$ cat src/verilog/ofdm_cfg.svh
`ifndef OFDM_CFG_SVH
`define OFDM_CFG_SVH

// width of one I or Q sample
`define OFDM_SAMPLE_W 16

// largest FFT is 2**11 = 2048 bins
`define OFDM_NFFT_LOG2_MAX 11

// sample FIFO holds 2**8 = 256 I/Q pairs
`define OFDM_FIFO_AW 8

// bin counters need one more bit than the largest log2,
// so that N itself fits and not only N-1
`define OFDM_BIN_W (`OFDM_NFFT_LOG2_MAX + 1)

`endif
$ cat src/verilog/ofdm_pkg.sv
`default_nettype none

`include "ofdm_cfg.svh"

package ofdm_pkg;

    typedef logic signed [`OFDM_SAMPLE_W-1:0] sample_t;  // one I or Q value

    typedef logic [`OFDM_BIN_W-1:0] bin_idx_t;  // bin index or subcarrier count

    typedef logic [3:0] nfft_log2_t;

    typedef logic [`OFDM_BIN_W-1:0] cp_len_t;  // gap length in cycles

    // symbol timer states
    typedef enum logic [1:0] {
        ST_IDLE,
        ST_BINS,
        ST_GAP
    } timer_state_t;

endpackage

`default_nettype wire

$ cat src/verilog/symbol_timer.sv
`default_nettype none

`include "ofdm_cfg.svh"

module symbol_timer (
    input  wire logic                 clk,
    input  wire logic                 rst_n,
    input  wire logic                 enable,
    input  wire ofdm_pkg::nfft_log2_t nfft_log2,
    input  wire ofdm_pkg::cp_len_t    cp_len,
    output logic                      rfd
);

    ofdm_pkg::timer_state_t state, state_nx;
    ofdm_pkg::bin_idx_t     cnt, cnt_nx;   // cycles left in the current phase minus one
    ofdm_pkg::nfft_log2_t   nfft_log2_q;
    ofdm_pkg::cp_len_t      cp_len_q;
    ofdm_pkg::bin_idx_t     nfft_q;

    assign nfft_q = ofdm_pkg::bin_idx_t'(1) << nfft_log2_q;

    always_comb begin
        state_nx = state;
        cnt_nx   = cnt - 1'b1;
        case (state)
            ofdm_pkg::ST_IDLE: begin
                cnt_nx = cnt;
                if (enable) begin
                    state_nx = ofdm_pkg::ST_BINS;
                    cnt_nx   = (ofdm_pkg::bin_idx_t'(1) << nfft_log2) - 1'b1;
                end
            end
            ofdm_pkg::ST_BINS: begin
                if (cnt == '0) begin
                    if (cp_len_q != '0) begin
                        state_nx = ofdm_pkg::ST_GAP;
                        cnt_nx   = cp_len_q - 1'b1;
                    end else if (enable) begin
                        cnt_nx = nfft_q - 1'b1;  // no gap so the next symbol follows at once
                    end else begin
                        state_nx = ofdm_pkg::ST_IDLE;
                    end
                end
            end
            ofdm_pkg::ST_GAP: begin
                if (cnt == '0) begin
                    state_nx = enable ? ofdm_pkg::ST_BINS : ofdm_pkg::ST_IDLE;
                    cnt_nx   = nfft_q - 1'b1;
                end
            end
            default: state_nx = ofdm_pkg::ST_IDLE;
        endcase
    end

    always_ff @(posedge clk) begin
        if (!rst_n) begin
            state <= ofdm_pkg::ST_IDLE;
            cnt   <= '0;
            rfd   <= 1'b0;
        end else begin
            state <= state_nx;
            cnt   <= cnt_nx;
            rfd   <= (state_nx == ofdm_pkg::ST_BINS);
        end
    end

    // config is sampled only on the way out of idle
    always_ff @(posedge clk) begin
        if (state == ofdm_pkg::ST_IDLE && enable) begin
            nfft_log2_q <= nfft_log2;
            cp_len_q    <= cp_len;
        end
    end

    // each burst of rfd starts with a full count of the latched N
    a_bins_start_full: assert property (
        @(posedge clk) disable iff (!rst_n)
        $rose(rfd) |-> (cnt == nfft_q - 1'b1)
    );

    a_nfft_in_range: assert property (
        @(posedge clk) disable iff (!rst_n)
        (state == ofdm_pkg::ST_IDLE && enable) |-> (nfft_log2 <= `OFDM_NFFT_LOG2_MAX)
    );

endmodule

`default_nettype wire

$ cat config.mk
export PLATFORM = sky130hd
export DESIGN_NAME = symbol_timer
export DESIGN_NICKNAME = d
export VERILOG_FILES = /design/src/verilog/ofdm_pkg.sv /design/src/verilog/symbol_timer.sv
export VERILOG_INCLUDE_DIRS = /design/src /design/src/verilog
export SDC_FILE = /design/constraint.sdc
export NUM_CORES = 1
export LEC_CHECK = 0
export ABC_AREA = 1
export BUFFER_PORTS_ARGS = -buffer_cell sky130_fd_sc_hd__buf_2
export CAP_MARGIN = 20
export CELL_PAD_IN_SITES_DETAIL_PLACEMENT = 2
export CELL_PAD_IN_SITES_GLOBAL_PLACEMENT = 2
export CORE_UTILIZATION = 33
export DETAILED_ROUTE_END_ITERATION = 16
export PLACE_DENSITY_LB_ADDON = 0.1
export SETUP_SLACK_MARGIN = 0.1
export SLEW_MARGIN = 15
export SYNTH_ARGS = -nofsm -noshare
export SYNTH_HDL_FRONTEND = slang
export SYNTH_SLANG_ARGS = --single-unit
$ cat constraint.sdc
create_clock -name clk -period 2.7 [get_ports clk]
set_clock_uncertainty 0.15 [all_clocks]
set_input_delay 0.675 -clock clk [delete_from_list [all_inputs] [get_ports clk]]
set_output_delay 0.675 -clock clk [all_outputs]
set_load 0.01 [all_outputs]
==> summary.txt <==
CP Buf/Inv Count - 3
Post-CTS repair timing setup buffer count - 0
NumNets Final - 449
GRT Util Overall - 23.16%
Status - completed
TritonCTS clock tree - yes
Layout cells sized above 1 - 11.71%
Yosys cell types - 36
Family with the most delay on the worst path - simple AND/OR/NAND/NOR gates
Max-slew violations - 0
Cts hold-fix bufs - 0
Clk buf depth - 2
Critical Path Start - cnt[0]
Area of the die - 8176 sq um
Synth Register Bits - 31
Vias per inst - 5.097
HP Start - cp_len[3]
WL final - 8.852 mm
DRC Markers - 0
Initial antenna violation count - 0
CP endpoint kind - flip-flop
GP Congestion - 0.8445
Routed length per placed instance - 16.83 microns
Clk Latency, worst-skew pair - 300 ps
Pin count of the biggest net entering global routing - 22
Min Tclk post-route - 2330 ps
Synth Area per Inst - 6.386 sq um
CP Max Fanout - 11
Clock Sink Count - 31
Number of diodes - 0
Post-synthesis sequential area ratio - 30.26%
Total CTS buffers - 5
Layout Utilization - 38.73%
Yosys warns - 0
DRT Pass-1 Iters - 4
Crit path max-delay cell type - dfxtp_1
Synthesized area - 2580 sq um
Post-cts sizing count - 0
Slew margin rel. - 60.39%
Endpoints failing setup - 0
Crit path cell chain - inv_1, ha_1, nand4_1, nor2_2, nand3_2, buf_4, a21oi_1, nand2_1, nand2_1, nand4_1, nand2_1, inv_1
Final Hold Fails - 0
Critical Path RT - 2750 ps
I/O pins - 20
Leak Pwr - 1.438 nW
Area Growth Syn to Fin - 11.20%
Port Buffers - 19
Leading area contributor after synthesis - edfxtp_1
Die Ht - 90.42 microns
Syn_nets - 427
Share of the synthesized area in the top cell type - 18.62%
CP peak stage delay - 390 ps
Clk pin slew, worst setup/hold paths - 90 ps
Maximum vdd ir drop - 212.9 uV
Initial Util - 34.83%
Vias - 2,681
PwrDens - 498.8 nW/um^2
Detail Route Antenna Nets - 0
CP arrival - 2380 ps
Core Box Area - 7408 sq um
Setup TNS - 0 ps
Cell Rows - 31
FMAX - 0.4293 GHz
Setup CP Type - reg -> reg
Most numerous cell on the critical path - nand2_1
Vias in the first global route - 2,902
Reg2Reg Launch Point - cnt[0]
Synth Instances - 404
Tightest Pin Transition - 593.5 ps
Grt ovf - 0
Period Utilization, post-route - 86.28%
Number of max-cap violations - 0
First-pass GRT wire length - 14.64 mm
RSZ-0062 raised after global routing - no
DRT iter0 DRCs - 101
Post-DP HPWL - 7.179 mm
Synth top area cells - edfxtp_1 (19%), nand2_1 (16%), dfxtp_1 (12%)
H-tree level count - 2
Hold WC Path Type - in -> reg
Setup crit start kind - flip-flop
Width of the chip - 90.42 microns
Root buf cell - clkbuf_8
[routing by layer]
metal  GRT usage [%]  wire [microns]  share of wire [%]
met4           5.242             110                1.2
met1           31.84            4451                 50
met5               0               0                  0
met2           38.42            4094                 46
met3           3.030             196                2.2
[layout by cell type (no fill, tap or decap), drive strengths merged]
| master | count |
|---|---|
| o21ai | 32 |
| xnor2 | 2 |
| xor2 | 11 |
| a21boi | 1 |
| o22ai | 1 |
| buf | 21 |
| nor2 | 60 |
| ha | 4 |
| nand3 | 40 |
| clkbuf | 5 |
| a21oi | 11 |
| edfxtp | 16 |
| clkinvlp | 2 |
| dfxtp | 15 |
| nor4 | 1 |
| or2 | 2 |
| a211oi | 1 |
| inv | 65 |
| nand4 | 9 |
| a31oi | 2 |
| nand2 | 118 |
| o211ai | 2 |
| nand3b | 1 |
| nor3 | 4 |
| and2 | 1 |
[per-stage QoR]
step                cells  worst slack (ps)  area [sq um]  total power, mW  hold WS, ps
floorplan             404             640.8          2580           0.8884        341.6
global placement      518             405.7          2776            1.013        370.0
detailed placement    518             394.3          2776            1.027        383.3
CTS                   526             374.0          2869            1.440        387.1
global route          526             185.5          2869            1.520        380.5
finish                526             370.4          2869            1.431        389.7
[sequential cells by signal (all words and copies together) (netlist names)]
register and count:
rfd 1, nfft_log2_q 4, state 2, cp_len_q 12, cnt 12
[Yosys cell counts]
| cell type | number |
|---|---|
| or2_2 | 2 |
| ha_1 | 4 |
| nor2_4 | 2 |
| inv_1 | 63 |
| nand2_2 | 1 |
| buf_2 | 3 |
| a211oi_1 | 1 |
| nor3_1 | 4 |
| nor4_1 | 1 |
| o21ai_1 | 2 |
| o21ai_2 | 2 |
| buf_6 | 1 |
| o21ai_0 | 28 |
| edfxtp_1 | 16 |
| a21oi_1 | 11 |
| nand2_8 | 1 |
| o22ai_1 | 1 |
| nor2_2 | 5 |
| nor2_8 | 2 |
| nand3_2 | 1 |
| dfxtp_1 | 15 |
| xnor2_1 | 2 |
| inv_2 | 1 |
| nor2_1 | 51 |
| a21boi_0 | 1 |
| xor2_1 | 11 |
| and2_4 | 1 |
| nand3b_1 | 1 |
| nand2_1 | 113 |
| o211ai_1 | 2 |
| nand3_1 | 39 |
| buf_4 | 1 |
| nand4_1 | 9 |
| buf_1 | 1 |
| a31oi_1 | 2 |
| nand2_4 | 3 |
[cell type report]
cell class,count,area (sq um)
Sequential cell,31,780.7
Fill cell,951,4539
Inverter,64,240.2
Tap cell,99,123.9
Timing Repair Buffer,21,110.1
Clock buffer,5,68.82
Multi-Input combinational cell,303,1521
Clock inverter,3,23.77
[path summary, 6_finish.rpt]
check,depth (start not counted),slack [ps],end
max,12,370,cnt[7]
min,1,390,cp_len_q[3]
max reg2reg,12,370,cnt[7]
min reg2reg,2,390,cnt[1]
[cells by family (layout without fill, tap and decap cells)]
group	count (synthesis)	after routing	share of synthesized area [%]
compound gates	50	50	10.52
xor+xnor	13	13	4.413
fa+ha+maj	4	4	1.940
buf+inv	70	93	10.77
flops	31	31	30.26
simple gates	236	236	42.10
[report_power, final]
group / leakage [nW] / total (mW) / switching (mW) / internal [mW]
clock network: 0.0408 / 0.414 / 0.229 / 0.185
registers: 0.278 / 0.591 / 0.0478 / 0.543
logic: 1.12 / 0.426 / 0.290 / 0.136
No activity file was read; power rests on OpenSTA's default activity.
