==> config.mk <==
export PLATFORM = sky130hd
export DESIGN_NAME = zero_inserter
export DESIGN_NICKNAME = d
export VERILOG_FILES = /design/src/verilog/ofdm_pkg.sv /design/src/verilog/zero_inserter.sv
export VERILOG_INCLUDE_DIRS = /design/src /design/src/verilog
export SDC_FILE = /design/constraint.sdc
export NUM_CORES = 1
export LEC_CHECK = 0
export ABC_CLOCK_PERIOD_IN_PS = 4390
export BUFFER_PORTS_ARGS = -buffer_cell sky130_fd_sc_hd__buf_4
export CORE_MARGIN = 10
export CORE_UTILIZATION = 56
export CTS_CLUSTER_DIAMETER = 30
export CTS_CLUSTER_SIZE = 28
export DETAILED_ROUTE_END_ITERATION = 10
export PLACE_DENSITY = 0.89
export SYNTH_ARGS = -nofsm -noshare
export SYNTH_HDL_FRONTEND = slang
export SYNTH_SLANG_ARGS = --single-unit
==> constraint.sdc <==
create_clock -name clk -period 4.39 [get_ports clk]
set_input_delay 0.439 -clock clk [delete_from_list [all_inputs] [get_ports clk]]
set_output_delay 0.439 -clock clk [all_outputs]
set_load 0.03 [all_outputs]
==> src/verilog/ofdm_cfg.svh <==
`ifndef OFDM_CFG_SVH
`define OFDM_CFG_SVH

// width of one I or Q sample
`define OFDM_SAMPLE_W 16

// largest FFT is 2**11 = 2048 bins
`define OFDM_NFFT_LOG2_MAX 11

// sample FIFO holds 2**8 = 256 I/Q pairs
`define OFDM_FIFO_AW 8

// bin counters need one more bit than the largest log2,
// so that N itself fits and not only N-1
`define OFDM_BIN_W (`OFDM_NFFT_LOG2_MAX + 1)

`endif
==> src/verilog/ofdm_pkg.sv <==
`default_nettype none

`include "ofdm_cfg.svh"

package ofdm_pkg;

    typedef logic signed [`OFDM_SAMPLE_W-1:0] sample_t;  // one I or Q value

    typedef logic [`OFDM_BIN_W-1:0] bin_idx_t;  // bin index or subcarrier count

    typedef logic [3:0] nfft_log2_t;

    typedef logic [`OFDM_BIN_W-1:0] cp_len_t;  // gap length in cycles

    // symbol timer states
    typedef enum logic [1:0] {
        ST_IDLE,
        ST_BINS,
        ST_GAP
    } timer_state_t;

endpackage

`default_nettype wire

==> src/verilog/zero_inserter.sv <==
`default_nettype none

`include "ofdm_cfg.svh"

module zero_inserter (
    input  wire logic                 clk,
    input  wire logic                 rst_n,
    input  wire logic                 rfd,
    input  wire ofdm_pkg::nfft_log2_t nfft_log2,
    input  wire ofdm_pkg::bin_idx_t   nscs,
    input  wire logic                 fifo_empty,
    input  wire ofdm_pkg::sample_t    rd_i,
    input  wire ofdm_pkg::sample_t    rd_q,
    output logic                      rd_en,
    output ofdm_pkg::sample_t         out_i,
    output ofdm_pkg::sample_t         out_q,
    output logic                      out_valid,
    output logic                      out_first,
    output logic                      underflow
);

    ofdm_pkg::bin_idx_t bin_cnt;

    // band edges, live at bin 0 and held for the rest of the symbol
    ofdm_pkg::bin_idx_t nfft_live, lo_live, hi_live;
    ofdm_pkg::bin_idx_t nfft_q, lo_q, hi_q;
    ofdm_pkg::bin_idx_t nfft_cur, lo_cur, hi_cur;

    logic bin_zero;
    logic bin_last;
    logic occupied;

    // first pipeline stage, one bin behind rfd
    logic s1_valid;
    logic s1_first;
    logic s1_occ;
    logic s1_empty;

    assign bin_zero = (bin_cnt == '0);

    assign nfft_live = ofdm_pkg::bin_idx_t'(1) << nfft_log2;
    assign lo_live   = {1'b0, nscs[`OFDM_BIN_W-1:1]};  // S/2
    assign hi_live   = nfft_live - lo_live;             // N - S/2

    assign nfft_cur = bin_zero ? nfft_live : nfft_q;
    assign lo_cur   = bin_zero ? lo_live : lo_q;
    assign hi_cur   = bin_zero ? hi_live : hi_q;

    assign bin_last = (bin_cnt == nfft_cur - 1'b1);
    assign occupied = (bin_cnt < lo_cur) || (bin_cnt >= hi_cur);

    assign rd_en = rfd && occupied;  // guard bins never touch the FIFO

    always_ff @(posedge clk) begin
        if (!rst_n) begin
            bin_cnt <= '0;
        end else if (!rfd || bin_last) begin
            bin_cnt <= '0;   // also wraps for back-to-back symbols
        end else begin
            bin_cnt <= bin_cnt + 1'b1;
        end
    end

    always_ff @(posedge clk) begin
        if (rfd && bin_zero) begin
            nfft_q <= nfft_live;
            lo_q   <= lo_live;
            hi_q   <= hi_live;
        end
    end

    always_ff @(posedge clk) begin
        if (!rst_n) begin
            s1_valid <= 1'b0;
            s1_first <= 1'b0;
            s1_occ   <= 1'b0;
            s1_empty <= 1'b0;
        end else begin
            s1_valid <= rfd;
            s1_first <= rfd && bin_zero;
            s1_occ   <= rfd && occupied;
            s1_empty <= fifo_empty;  // read ignored if empty was seen here
        end
    end

    always_ff @(posedge clk) begin
        if (!rst_n) begin
            out_valid <= 1'b0;
            out_first <= 1'b0;
            underflow <= 1'b0;
        end else begin
            out_valid <= s1_valid;
            out_first <= s1_first;
            underflow <= s1_occ && s1_empty;
        end
    end

    // fifo data lands during stage 1, zero for guard or starved bins
    always_ff @(posedge clk) begin
        if (s1_occ && !s1_empty) begin
            out_i <= rd_i;
            out_q <= rd_q;
        end else begin
            out_i <= '0;
            out_q <= '0;
        end
    end

    a_nscs_legal: assert property (
        @(posedge clk) disable iff (!rst_n)
        (rfd && bin_zero) |-> (!nscs[0] && nscs <= nfft_live)
    );

endmodule

`default_nettype wire

==> results of run 1 <==
[worst max-delay path by stage]
stage / from / to / cells past startpoint
after CTS: nfft_log2[1] / rd_en / 20
final: nfft_log2[2] / rd_en / 18
after global placement: nfft_log2[0] / rd_en / 18
after floorplan: nfft_log2[0] / rd_en / 20
after global routing: nfft_log2[3] / rd_en / 21
after detailed placement: nfft_log2[0] / rd_en / 18
[cells by family after synthesis]
kind of cell | after synthesis | synth area share (%)
simple gates | 154 | 17.90
buf+inv | 46 | 4.164
mux | 28 | 6.036
flops | 86 | 43.65
fa+ha+maj | 37 | 9.910
xor+xnor | 29 | 5.351
compound gates | 89 | 12.99
[report_power, final]
group	internal (mW)	total, mW	leakage (nW)	switching (mW)
clock network	0.242	0.543	0.0987	0.301
registers	0.875	0.891	0.755	0.0164
logic	0.163	0.378	1.79	0.216
total	1.28	1.81	2.64	0.533
[flip-flops by register name (all words and copies together) (netlist names), 11 cells and up]
register / count
nfft_q: 12
bin_cnt: 12
hi_q: 12
out_q: 16
lo_q: 11
out_i: 16
[cells in the mapped netlist, types with 3 or more instances]
library cell / count
mux2i_1: 23
ha_1: 36
mux2_2: 5
a21oi_1: 28
a211oi_2: 8
inv_1: 27
o21a_1: 4
nand2b_1: 6
and3_1: 7
dfxtp_1: 51
and2_1: 36
a21o_1: 4
clkbuf_1: 12
o21ai_0: 15
nand3_1: 7
a31oi_1: 3
nor3_1: 13
o2111ai_1: 3
o211ai_1: 3
nand2_1: 23
nor2b_1: 5
edfxtp_1: 35
nor2_1: 39
xnor2_1: 21
xor2_1: 8
nand4_1: 3
a211oi_1: 7
[layout make-up]
type	instances	area [um^2]	area share, %
well taps	105	131.4	2.227
multi-input cells	337	2557	43.36
clock buffers	10	148.9	2.524
flip-flops and latches	86	2072	35.13
clock inverters	5	38.79	0.6576
inverters	27	101.3	1.718
repair buffers	111	848.3	14.38
[routing by layer]
metal	GRT usage, %	up-vias	wire [um]
li1	-	1868	-
met1	21.19	1920	4734
met2	34.85	202	6872
met3	3.834	46	962
met4	8.376	0	504
met5	0	-	0
[what timing repair did]
item                       CTS  global route
hold endpoints to repair     0             0
setup endpoints to repair    1             1
resized for setup            2            22
pin swaps                    0            12
buffers inserted             0             7
==> impl_results.md, run 1 <==
* Hold slack at around 0.25 ns
* DRT Wirelength at between 10 and 15 mm
* Initial antenna violation count at 0
* Final WS setup at ~0.10 ns
* Rel. slew slack at 54.68%
* Main flop type after synthesis: dfxtp_1
* Clock Skews at a little over 0.008 ns
* Final Util at a little under three quarters
* Io pins at roughly 90
* Setup violators final at 0
* DRC at 0
* Post-synthesis register bit count at 86
* Post-route setup TNS at 0 ns
* CP most frequent cell: buf_4
* Reg clk slew, reported paths at about 0.09 ns
* Max-Cap Viols at 0
* Die Span X at 112.1 um
* Wire per inst at between 15 and 20 um
* First-pass GRT wire length at just under 20 mm
* Chip Height at 112.1 um
* GRT Resource Usage Total at approximately a fifth
* Top cells by area, synth: edfxtp_1, dfxtp_1, ha_1
* Antenna cells at 0
* Hold path cells at 1
* CP Buf/Inv Count at 3
* Most frequent cells in the layout: buf_4, dfxtp_1, nor2_1, and2_1
* Initial core utilization at 57.77%
* Count of cell types in the netlist at 55
* Routability Congestion at 0.9285
* Vias in the first global route at 3,989
* Required time worst endpoint at 3.95 ns
* Critical path's largest stage delay at ~0.38 ns
* Clock sink count at 86
* CP top delay family: compound AO/OA/AOI/OAI gates
* Final #Nets at 661
* Core ar. at 8217 um^2
* Clock tree buffer depth at 2
* Leakage at 2.641 nW
* Worst hold start: nscs[5]
* Mapped cell area at roughly 4700 um^2
* Worst-Margin Slew at 0.6609 ns
* Reg2reg start: bin_cnt[0]
* Final period util at 97.69%
* Full die area at 12,560 um^2
* Remaining antenna violation count at 0
* Most common cell after layout, fill and taps aside: buf_4
* TritonCTS buffer count at 9
* Worst Hold Class: input pin to register
* Vias/cell at around 5.9
* R2R Setup Slk at ~0.53 ns
* Critical path fanouts, max at 8
* Syn Area/Cell at 10.12 um^2
* Fillers at 540
* Critical-path cell list: buf_4 -> buf_4 -> nor3_1 -> ha_1 -> a21oi_2 -> nor2b_1 -> o21a_1 -> o41ai_4 -> o21ai_1 -> xor2_1 -> mux2i_1 -> ha_1 -> a21o_1 -> a21oi_2 -> o21ai_1 -> a21oi_1 -> a21oi_1 -> buf_4
* Port Buffers at 86
* TritonCTS clock tree: done
* DR iter-0 viols at 243
* Setup WS pre-CTS at -0.1578 ns
* Detailed Routing Iterations Pass 1 at 4
* Final slew viol count at 0
* Cells after Synth at 469
* Sequential fraction of the synthesis area at around 44%
* Post-Layout Inst Area at 5898 um^2
* Area delta synth->final at 24.25%
* Crit path capture type: output pin
* Share of cells above drive strength 1 at 27.95%
* Placed insts at 659
* Max stage delay cell, worst path: nor3_1
* Synth warn at 0
* FMAX at 233.2 MHz
* Critical Path AT at 3.85 ns
* Root Buffer: clkbuf_8
* CTS H-Tree Depth at 3
* Area after DPL at ~5600 um^2
* Worst vdd ir at 0.2163 mV
* EDFF count, synth at 35
* Fin crit period at approximately 4.3 ns
* Hold Vio Cnt, Final at 0
* Fraction of registers with async set/reset at 0%
* Worst-Skew Late Latency at 0.37 ns
* GRT overflow at 0
* Fin cells at 681
* Hold EP: lo_q[4]
* Largest net degree at the start of global routing at 36
* Worst r2r dst: bin_cnt[0]
* R2R depth at 13
* Area leader, netlist: edfxtp_1
* Status: finished, final reports clean
* Syn Nets at ~560
* Final Power at 1.812 mW
* CP Launch Type: input pin
* Area share of the largest cell type after synthesis at 22.14%
* Via count at 4,036
* Crit Path Category: input pin to output pin
* Final HPWL DP at about 9.3 mm
* PwrDens at 307.3 nW/um^2
* Row count at 33
* CTS Hold Buffers Added at 0
Note: power is estimated with default switching activity, not from simulation.
==> inputs of run 2 (changes only) <==
--- a/config.mk
+++ b/config.mk
@@ -10,6 +10,7 @@
 export BUFFER_PORTS_ARGS = -buffer_cell sky130_fd_sc_hd__buf_4
 export CORE_MARGIN = 10
 export CORE_UTILIZATION = 56
+export CTS_BUF_LIST = sky130_fd_sc_hd__clkbuf_16
 export CTS_CLUSTER_DIAMETER = 30
 export CTS_CLUSTER_SIZE = 28
 export DETAILED_ROUTE_END_ITERATION = 10
==> run 2 against run 1 <==
The run now ends with negative setup slack left; core utilization grew 1.4 points; non-clock buffer count is the same; wire length grew 4.6%; critical path depth grew 3; sequential share of layout area shrank 0.69 points; sequential cell count is the same; register-to-register slack gained 0.10 ns; total power grew 11%; cell count is the same; via count grew 3.9%.
==> impl_results.md, run 2 (synthesized netlist as in run 1, its figures left out) <==
* R2R depth at 13
* Fin crit period at 4.431 ns
* Worst-Skew Late Latency at 0.35 ns
* Post-route setup TNS at -0.04090 ns
* CTS H-Tree Depth at 3
* GR Layer Usage met3 at 3.301%
* Worst-Margin Slew at 0.5996 ns
* Global Route met2 Usage at between 30 and 40%
* Clock sink count at 86
* Most common cell after layout, fill and taps aside: buf_4
* Reg clk slew, reported paths at 0.06 ns
* Gr busiest metal: met2
* Violated checks: negative setup slack
* Final slew viol count at 0
* Io pins at 88
* Initial antenna violation count at 0
* Hold EP: lo_q[4]
* DR iter-0 viols at 480
* Critical path's largest stage delay at 0.38 ns
* Root Buffer: clkbuf_16
* GR Util met1 at 21.18%
* R2R Setup Slk at 0.63 ns
* Status: complete, but fails checks
* Largest net degree at the start of global routing at 36
* Rel. slew slack at 58.88%
* Reg2reg start: bin_cnt[0]
* Worst vdd ir at 0.2710 mV
* Critical Path AT at 3.99 ns
* Die Span X at 112.1 um
* Antenna cells at 0
* Hold slack at 0.2757 ns
* Routability Congestion at 0.9285
* CP Buf/Inv Count at 3
* Crit path from: nfft_log2[3]
* GRT Resource Usage Total at 19.60%
* Critical-path cell list: buf_6 -> nor2_4 -> nand2_4 -> ha_4 -> inv_2 -> fa_2 -> a21o_1 -> a21oi_2 -> nor2b_1 -> o21a_1 -> o41ai_2 -> o21ai_1 -> xor2_1 -> mux2i_1 -> ha_1 -> a21o_1 -> a21oi_2 -> o21ai_1 -> a21oi_1 -> a21oi_1 -> buf_4
* Critical path fanouts, max at 4
* Hold path cells at 1
* Clock tree buffer depth at 2
* Initial core utilization at 57.77%
* Max-Cap Viols at 0
* Via count at 4,192
* Final WS setup at -0.04090 ns
* Wire per inst at 20.09 um
* Worst hold start: nscs[5]
* FMAX at 225.7 MHz
* First-pass GRT wire length at just over 20 mm
* Final Power at about 2.0 mW
* Required time worst endpoint at roughly 4.0 ns
* TritonCTS clock tree: done
* Clock Skews at 0.005587 ns
* Max stage delay cell, worst path: fa_2
* CP Launch Type: input pin
* Row count at 33
* Core ar. at 8217 um^2
* Hold Vio Cnt, Final at 0
* Worst r2r dst: bin_cnt[0]
* Most frequent cells in the layout: buf_4, dfxtp_1, nor2_1, and2_1
* Remaining antenna violation count at 0
* Setup violators final at 1
* Full die area at 12,560 um^2
* GRT overflow at 0
* Share of cells above drive strength 1 at 27.95%
* Worst Hold Class: input pin to register
* Crit path capture type: output pin
* DRT Wirelength at 13.68 mm
* CP top delay family: compound AO/OA/AOI/OAI gates
* Final period util at 100.9%
* Vias/cell at 6.156
* Final HPWL DP at 9.280 mm
* Area delta synth->final at 26.75%
* DRC at 0
* Final #Nets at 661
* Vias in the first global route at 4,056
* Detailed Routing Iterations Pass 1 at 6
* TritonCTS buffer count at 9
* Crit Path Category: input pin to output pin
* Port Buffers at 86
* Setup WS pre-CTS at -0.1578 ns
* Leakage at 2.698 nW
* Registers with the most flip-flops: out_i: 16 flops, out_q: 16 flops
* Chip Height at between 100 and 150 um
* PwrDens at 335.7 nW/um^2
* Final Util at roughly 73%
[run 2: cell counts in the layout (fill, tap and decap cells not counted)]
Identical to the previous run, type by type.
[run 2: layout make-up]
cell class	count	area (um^2)
multi-input cells	337	2562
clock buffers	10	250.2
fillers	504	2200
repair buffers	111	860.8
clock inverters	5	38.79
flip-flops and latches	86	2072
inverters	27	101.3
well taps	105	131.4
[run 2: per-stage QoR]
step	cells	area, um^2
after floorplan	469	4747
after global routing	681	6017
after global placement	659	5565
after detailed placement	659	5565
after CTS	674	5868
final	681	6017
[run 2: worst max-delay path by stage]
| stage | to | cells after the start |
|---|---|---|
| floorplan | rd_en | 20 |
| global placement | rd_en | 18 |
| detailed placement | rd_en | 18 |
| CTS | rd_en | 21 |
| global route | rd_en | 21 |
| finish | rd_en | 21 |
[run 2: power breakdown]
group / leakage [nW] / internal, mW / switching, mW
registers: 0.755 / 0.876 / 0.0174
clock network: 0.145 / 0.419 / 0.325
logic: 1.80 / 0.162 / 0.220
total: 2.70 / 1.46 / 0.563
[run 2: what timing repair did]
action                                  CTS  global route
buffers inserted                          0             7
cloned                                    0             0
endpoints found under the setup margin    1             1
hold buffers                              0             0
pin swaps                                 0            14
gates resized for setup                   3            26
[run 2: routing by layer]
layer	wire, um	vias up	part of all wire, %
li1	-	1872	-
met1	4612	1949	34
met2	7132	285	52
met4	777	0	5.7
met3	1157	86	8.5
met5	0	-	0
[run 2: worst register-to-register path, stage by stage, from the launching register on]
cell and delay [ns]:
dfxtp_1 0.44, inv_1 0.14, ha_1 0.22, nor4b_4 0.14
nand3_1 0.19, buf_4 0.27, buf_4 0.27, mux2i_1 0.57
nor2_1 0.12, a2111oi_0 0.45, nor3_1 0.16, nor4_4 0.29
buf_4 0.25, a211oi_1 0.09
